<file path="src/common/cache_pkg.sv">
package cache_pkg;

   // Word-addressed front end, so no byte offset bits in the address
   localparam int ADDR_W = 10;
   localparam int DATA_W = 32;
   localparam int NBYTES = DATA_W / 8;

   localparam int INDEX_W = 4; // 16 direct-mapped lines
   localparam int TAG_W = ADDR_W - INDEX_W;

   localparam int WTB_DEPTH_W = 2; // Write-through buffer holds 4 entries

   typedef logic [ADDR_W-1:0] word_addr_t;
   typedef logic [DATA_W-1:0] word_t;
   typedef logic [NBYTES-1:0] strb_t; // All zero means a read
   typedef logic [TAG_W-1:0] tag_t;
   typedef logic [INDEX_W-1:0] index_t;

   // States of the second pipeline stage
   typedef enum logic [2:0] {
      IDLE,       // Waiting for a looked-up request
      CHECK,      // Answer cycle, ack is out to the requester
      DRAIN_WAIT, // Refill requested, older writes drain ahead of it
      REFILL,     // Refilled word goes into the line
      WBUF_PUSH   // Write waits for room in the buffer
   } resolve_state_t;

endpackage

</file>
<file path="src/common/mem_bus_if.sv">
`timescale 1ns/100ps

// Native back-end bus, one transfer at a time
interface mem_bus_if;

   logic req; // One-cycle pulse per transfer
   logic ack; // Follows req by one cycle
   cache_pkg::word_addr_t addr;
   cache_pkg::word_t wdata;
   cache_pkg::strb_t wstrb;
   cache_pkg::word_t rdata; // Valid together with ack

   modport master (
      output req,
      output addr,
      output wdata,
      output wstrb,
      input  ack,
      input  rdata
   );

   modport slave (
      input  req,
      input  addr,
      input  wdata,
      input  wstrb,
      output ack,
      output rdata
   );

endinterface

</file>
<file path="src/cache/backend_port.sv">
`timescale 1ns/100ps

module backend_port (
   input  logic                  clk_i,
   input  logic                  rst_i,
   input  logic                  push_i,
   input  cache_pkg::word_addr_t push_addr_i,
   input  cache_pkg::word_t      push_data_i,
   input  cache_pkg::strb_t      push_strb_i,
   output logic                  full_o,
   input  logic                  wtb_empty_i,
   output logic                  wtb_empty_o,
   input  logic                  refill_req_i,
   input  cache_pkg::word_addr_t refill_addr_i,
   output logic                  refill_done_o,
   output cache_pkg::word_t      refill_data_o,
   mem_bus_if.master             bus
);

   cache_pkg::word_addr_t fifo_addr [2**cache_pkg::WTB_DEPTH_W];
   cache_pkg::word_t fifo_data [2**cache_pkg::WTB_DEPTH_W];
   cache_pkg::strb_t fifo_strb [2**cache_pkg::WTB_DEPTH_W];

   logic [cache_pkg::WTB_DEPTH_W-1:0] wr_ptr;
   logic [cache_pkg::WTB_DEPTH_W-1:0] rd_ptr;
   logic [cache_pkg::WTB_DEPTH_W:0] count;
   logic pending;     // A transfer is out on the bus
   logic pend_refill; // and it is a refill
   logic fifo_empty;
   logic issue_drain;
   logic issue_refill;

   assign fifo_empty = (count == '0);
   assign full_o = count[cache_pkg::WTB_DEPTH_W]; // Count equals the depth

   // Buffered writes always go first so a refill sees them in memory
   assign issue_drain = !pending && !fifo_empty;
   assign issue_refill = !pending && fifo_empty && refill_req_i;

   assign refill_done_o = bus.ack && pend_refill;
   assign refill_data_o = bus.rdata;

   // A drain in flight still counts as buffered data
   assign wtb_empty_o = wtb_empty_i && fifo_empty && !(pending && !pend_refill);

   always_ff @(posedge clk_i or posedge rst_i) begin
      if (rst_i) begin
         wr_ptr <= '0;
         rd_ptr <= '0;
         count <= '0;
         pending <= 1'b0;
         pend_refill <= 1'b0;
         bus.req <= 1'b0;
      end else begin
         if (push_i) begin
            wr_ptr <= wr_ptr + 1'b1;
         end
         if (issue_drain) begin
            rd_ptr <= rd_ptr + 1'b1;
         end
         count <= count + {{cache_pkg::WTB_DEPTH_W{1'b0}}, push_i}
                        - {{cache_pkg::WTB_DEPTH_W{1'b0}}, issue_drain};
         bus.req <= issue_drain || issue_refill;
         if (issue_drain || issue_refill) begin
            pending <= 1'b1;
            pend_refill <= issue_refill;
         end else if (bus.ack) begin
            pending <= 1'b0;
         end
      end
   end

   always_ff @(posedge clk_i) begin
      if (push_i) begin
         fifo_addr[wr_ptr] <= push_addr_i;
         fifo_data[wr_ptr] <= push_data_i;
         fifo_strb[wr_ptr] <= push_strb_i;
      end
      if (issue_drain) begin
         bus.addr <= fifo_addr[rd_ptr];
         bus.wdata <= fifo_data[rd_ptr];
         bus.wstrb <= fifo_strb[rd_ptr];
      end else if (issue_refill) begin
         bus.addr <= refill_addr_i;
         bus.wstrb <= '0;
      end
   end

endmodule

</file>
<file path="src/flat_wrapper.sv">
// flat-port wrapper written by rule: the top's interface ports become plain ports
module backend_port_flat 
  (clk_i, rst_i, push_i, push_addr_i, push_data_i, push_strb_i, full_o, wtb_empty_i, wtb_empty_o, refill_req_i, refill_addr_i, refill_done_o, refill_data_o, bus_req, bus_addr, bus_wdata, bus_wstrb, bus_ack, bus_rdata);
  mem_bus_if bus_i ();
  input  logic clk_i;
  input  logic rst_i;
  input  logic push_i;
  input  cache_pkg::word_addr_t push_addr_i;
  input  cache_pkg::word_t push_data_i;
  input  cache_pkg::strb_t push_strb_i;
  output logic full_o;
  input  logic wtb_empty_i;
  output logic wtb_empty_o;
  input  logic refill_req_i;
  input  cache_pkg::word_addr_t refill_addr_i;
  output logic refill_done_o;
  output cache_pkg::word_t refill_data_o;
  output wire logic [$bits(bus_i.req)-1:0] bus_req;
  output wire logic [$bits(bus_i.addr)-1:0] bus_addr;
  output wire logic [$bits(bus_i.wdata)-1:0] bus_wdata;
  output wire logic [$bits(bus_i.wstrb)-1:0] bus_wstrb;
  input wire logic [$bits(bus_i.ack)-1:0] bus_ack;
  input wire logic [$bits(bus_i.rdata)-1:0] bus_rdata;
  assign bus_req = bus_i.req;
  assign bus_addr = bus_i.addr;
  assign bus_wdata = bus_i.wdata;
  assign bus_wstrb = bus_i.wstrb;
  assign bus_i.ack = bus_ack;
  assign bus_i.rdata = bus_rdata;
  backend_port u_core (.clk_i(clk_i), .rst_i(rst_i), .push_i(push_i), .push_addr_i(push_addr_i), .push_data_i(push_data_i), .push_strb_i(push_strb_i), .full_o(full_o), .wtb_empty_i(wtb_empty_i), .wtb_empty_o(wtb_empty_o), .refill_req_i(refill_req_i), .refill_addr_i(refill_addr_i), .refill_done_o(refill_done_o), .refill_data_o(refill_data_o), .bus(bus_i));
endmodule
</file>
<file path="config.mk">
export PLATFORM = sky130hd
export DESIGN_NAME = backend_port_flat
export DESIGN_NICKNAME = d
export VERILOG_FILES = /design/src/common/cache_pkg.sv /design/src/common/mem_bus_if.sv /design/src/cache/backend_port.sv /design/src/flat_wrapper.sv
export SDC_FILE = /design/constraint.sdc
export NUM_CORES = 1
export LEC_CHECK = 0
export BUFFER_PORTS_ARGS = -buffer_cell sky130_fd_sc_hd__buf_4
export CAP_MARGIN = 20
export CORE_MARGIN = 3
export CORE_UTILIZATION = 36
export CTS_CLUSTER_DIAMETER = 80
export DETAILED_ROUTE_END_ITERATION = 10
export PLACE_DENSITY_LB_ADDON = 0.05
export SETUP_SLACK_MARGIN = 0.02
export SLEW_MARGIN = 10
export SYNTH_ARGS = -nofsm -noshare
export SYNTH_HDL_FRONTEND = slang
export SYNTH_SLANG_ARGS = --single-unit
</file>
<file path="constraint.sdc">
create_clock -name clk_i -period 4 [get_ports clk_i]
set_input_delay 0 -clock clk_i [delete_from_list [all_inputs] [get_ports clk_i]]
set_output_delay 0 -clock clk_i [all_outputs]
set_load 0.005 [all_outputs]
</file>
==> run_summary.xml <==
<?xml version="1.0" encoding="UTF-8"?>
<metrics>
  <group name="outcome">
    <metric name="outcome" unit="">finished clean</metric>
  </group>
  <group name="yosys">
    <metric name="number_of_storage_elements_in_the_synthesis_netlist" unit="">240</metric>
    <metric name="post_synthesis_sequential_area_ratio" unit="">0.803</metric>
    <metric name="synth_enable_flop_cells" unit="">230</metric>
    <metric name="netlist_instances" unit="">378</metric>
    <metric name="syn-mean-instance-area" unit="sq um">23.6</metric>
    <metric name="synth_commonest_cells" unit="">230 x edfxtp_1, 45 x mux4_2, 35 x buf_4</metric>
    <metric name="syn_nets" unit="">478</metric>
    <metric name="netlist_area" unit="sq um">8910</metric>
    <metric name="synth.most_common_cell" unit="">edfxtp_1</metric>
    <metric name="ys_dominant_reg_cell" unit="">edfxtp_1</metric>
    <metric name="yosys-top-cells-area" unit="">edfxtp_1 77%, mux4_2 11%, buf_4 2.9%</metric>
    <metric name="post-synth-top-area-cell" unit="">edfxtp_1</metric>
    <metric name="yosysWarningCount" unit="">0</metric>
    <metric name="synth_top_cell_area_share" unit="">0.775</metric>
    <metric name="yosys.cell_types.count" unit="">27</metric>
    <metric name="postSynth.asyncResetShare" unit="">0.0417</metric>
  </group>
  <group name="clock_network">
    <metric name="h-tree-depth" unit="">1</metric>
    <metric name="cts_max_path_buffers" unit="">3</metric>
    <metric name="cts.clk_slew.worst_paths" unit="ns">0.06</metric>
    <metric name="clk-insertion-delay-late" unit="ns">0.53</metric>
    <metric name="cts_repair_resize_count" unit="">0</metric>
    <metric name="clock-sinks" unit="">240</metric>
    <metric name="tritoncts" unit="">yes</metric>
    <metric name="cts_made_buffers" unit="">27</metric>
    <metric name="root_buffer" unit="">clkbuf_16</metric>
  </group>
  <group name="finish">
    <metric name="final_layout_size_suffix_gt1_frac" unit="">0.406</metric>
    <metric name="n_antenna_cell" unit="">0</metric>
    <metric name="final_std_cells_w_o_fill" unit="">886</metric>
    <metric name="multi_input_area" unit="sq um">1430</metric>
    <metric name="n_fill_cell" unit="">1992</metric>
    <metric name="sequential_cell_area" unit="sq um">7160</metric>
    <metric name="area.growth.synth_to_final" unit="%">28.8</metric>
    <metric name="fin_area" unit="sq um">11500</metric>
    <metric name="finish.net_count" unit="">646</metric>
  </group>
  <group name="timing">
    <metric name="worst_pin_slew" unit="ns">1.02</metric>
    <metric name="final-setup-viol-count" unit="">0</metric>
    <metric name="setup_total_negative_slack" unit="ns">0</metric>
    <metric name="relSlewSlack" unit="">0.317</metric>
    <metric name="setup_ws" unit="ns">1.84</metric>
    <metric name="min_period" unit="ns">2.16</metric>
    <metric name="clock_skew" unit="ns">0.0144</metric>
    <metric name="timing_hold_violations_final" unit="">0</metric>
    <metric name="grt_setup_unrepaired" unit="">no</metric>
    <metric name="final_min_period_over_clock_period" unit="">0.540</metric>
    <metric name="final_max_slew_viol_count" unit="">0</metric>
    <metric name="clock.fmax" unit="GHz">0.463</metric>
  </group>
  <group name="global_routing">
    <metric name="track_usage" unit="">0.133</metric>
    <metric name="pin_count_of_the_biggest_net_entering_global_routing" unit="">40</metric>
    <metric name="grt_antenna_before_repair" unit="">0</metric>
    <metric name="grt_pass1_wl" unit="mm">26.5</metric>
    <metric name="grt_overflow" unit="">0</metric>
    <metric name="first_global_vias" unit="">4518</metric>
  </group>
  <group name="routing">
    <metric name="drt-vias-per-instance" unit="">4.68</metric>
    <metric name="drtIter0Drc" unit="">179</metric>
    <metric name="drc_violations_left" unit="">0</metric>
    <metric name="routed-via-count" unit="">4148</metric>
    <metric name="detail_route.first_pass.iterations" unit="">4</metric>
    <metric name="routed_wire_length_per_instance" unit="um">19.7</metric>
    <metric name="routed_wl" unit="mm">17.5</metric>
    <metric name="drtAntennaViolNets" unit="">0</metric>
  </group>
  <group name="hold_path">
    <metric name="worstHoldPathCells" unit="">0</metric>
    <metric name="hold_class" unit="">input pin to output port</metric>
    <metric name="hold_path_startpoint" unit="">bus_rdata[15]</metric>
    <metric name="hold_end" unit="">refill_data_o[15]</metric>
  </group>
  <group name="setup_path">
    <metric name="cpPeakStageDelay" unit="ns">1.04</metric>
    <metric name="kind_of_end_point_of_the_critical_path" unit="">register</metric>
    <metric name="critical_path_required" unit="ns">4.28</metric>
    <metric name="crit_slowest_cell" unit="">dfrtp_2</metric>
    <metric name="critical_path.top_delay_family" unit="">flip-flops</metric>
    <metric name="r2r_start" unit="">u_core.rd_ptr[1]</metric>
    <metric name="worstPathArrival" unit="ns">2.44</metric>
    <metric name="crit_path_cells" unit="">buf_4 -&gt; mux4_2 -&gt; and2_1</metric>
    <metric name="worst-r2r-cell-count" unit="">3</metric>
    <metric name="critical_path_peak_fanout" unit="">35</metric>
    <metric name="worst_setup_path_start_kind" unit="">register</metric>
    <metric name="reg_to_reg_endpoint" unit="">u_core.bus.wstrb[3]</metric>
    <metric name="setup.worst_path.class" unit="">register to register</metric>
    <metric name="timing.reg2reg.setup_slack" unit="ns">1.84</metric>
    <metric name="critPathBufInv" unit="">1</metric>
  </group>
  <group name="place">
    <metric name="buffers_on_ports" unit="">111</metric>
    <metric name="detailed_place.area" unit="sq um">9940</metric>
    <metric name="place.gp.congestion" unit="">0.695</metric>
    <metric name="place.detailed.hpwl" unit="mm">10.2</metric>
    <metric name="placed_cells" unit="">775</metric>
    <metric name="placement.setup.worst_slack" unit="ns">1.73</metric>
  </group>
  <group name="power">
    <metric name="power_density" unit="nW/um^2">693</metric>
    <metric name="power.total" unit="mW">7.96</metric>
    <metric name="vdd.ir_drop.worst" unit="uV">384</metric>
    <metric name="p_leak" unit="nW">4.05</metric>
  </group>
  <group name="run">
    <metric name="max_cap_violations" unit="">0</metric>
  </group>
  <group name="die">
    <metric name="floorplan.rows" unit="">56</metric>
    <metric name="die_width" unit="um">163</metric>
    <metric name="chipHeight" unit="um">163</metric>
    <metric name="initial_core_util" unit="">0.373</metric>
    <metric name="ios" unit="">176</metric>
    <metric name="coreArea" unit="sq um">23900</metric>
    <metric name="die_area" unit="sq um">26700</metric>
  </group>
</metrics>
==> sequential cells by signal (all words and copies together) (netlist names) <==
| name | cells |
|---|---|
| u_core.fifo_data | 128 |
| u_core.fifo_addr | 40 |
| u_core.bus.wdata | 32 |
| u_core.fifo_strb | 16 |
| u_core.bus.addr | 10 |
| u_core.bus.wstrb | 4 |
| u_core.count | 3 |
| u_core.rd_ptr | 2 |
| u_core.wr_ptr | 2 |
| u_core.bus.req | 1 |
| u_core.pend_refill | 1 |
| u_core.pending | 1 |
==> cell type report <==
class / count / share of cell area
flip-flops and latches: 240 / 0.624
repair buffers: 182 / 0.134
multi-input cells: 90 / 0.125
clock buffers: 34 / 0.0637
well taps: 319 / 0.0348
clock inverters: 16 / 0.0174
inverters: 5 / 0.00163
==> metal layers <==
| layer | share of wire | global-route usage | wire length [um] |
|---|---|---|---|
| met5 | 0 | 0 | 0 |
| met4 | 0.031 | 0.0434 | 539 |
| met1 | 0.41 | 0.173 | 7230 |
| met2 | 0.51 | 0.227 | 8910 |
| met3 | 0.046 | 0.0243 | 805 |
==> where the power goes <==
group	internal, mW	total, mW	switching, mW
Combinational	0.912	1.59	0.676
Clock	1.56	2.53	0.966
Sequential	3.47	3.85	0.377
Total	5.94	7.96	2.02
==> placed cells by master (no fill, tap or decap), types with 2 or more instances in the layout <==
master / n
and2_1: 5
and2_2: 4
buf_4: 120
bufinv_16: 4
clkbuf_1: 4
clkbuf_16: 27
clkbuf_8: 3
clkinv_2: 8
dfrtp_1: 8
dlygate4sd3_1: 61
edfxtp_1: 230
ha_1: 5
inv_1: 5
mux2_2: 10
mux4_2: 45
nand2_1: 3
xnor2_1: 2
xor2_1: 3
==> worst max-delay path by stage <==
stage	from	endpoint	slack (ns)	cells past startpoint
after floorplan	u_core.wr_ptr[0]	u_core.fifo_addr[2][0]	1.87	3
after global placement	u_core.rd_ptr[0]	u_core.bus.wdata[1]	1.75	2
after detailed placement	u_core.rd_ptr[0]	u_core.bus.wdata[13]	1.73	2
after CTS	u_core.rd_ptr[0]	u_core.bus.wdata[15]	1.74	2
after global routing	u_core.rd_ptr[0]	u_core.bus.wdata[15]	1.66	2
final	u_core.rd_ptr[1]	u_core.bus.wstrb[3]	1.84	3
==> logic make-up after synthesis <==
family          count (synthesis)  synth area share
compound gates                  3           0.00224
xor+xnor                        5           0.00491
fa+ha+maj                       6           0.00926
buf+inv                        48            0.0379
flops                         240             0.803
mux                            57             0.130
simple gates                   19            0.0125
==> through the flow <==
stage               hold WS [ns]   util
finish                0.00000184  0.481
global route           0.0000140  0.481
CTS                    0.0000346  0.481
detailed placement     0.0000346  0.416
global placement       0.0000346  0.415
floorplan                 -0.160      -
==> what timing repair did <==
item | in CTS | in global routing
hold buffers | 61 | 0
setup buffers | 0 | 0
endpoints found under the hold margin | 210 | 0
(Power assumes the default switching activity.)
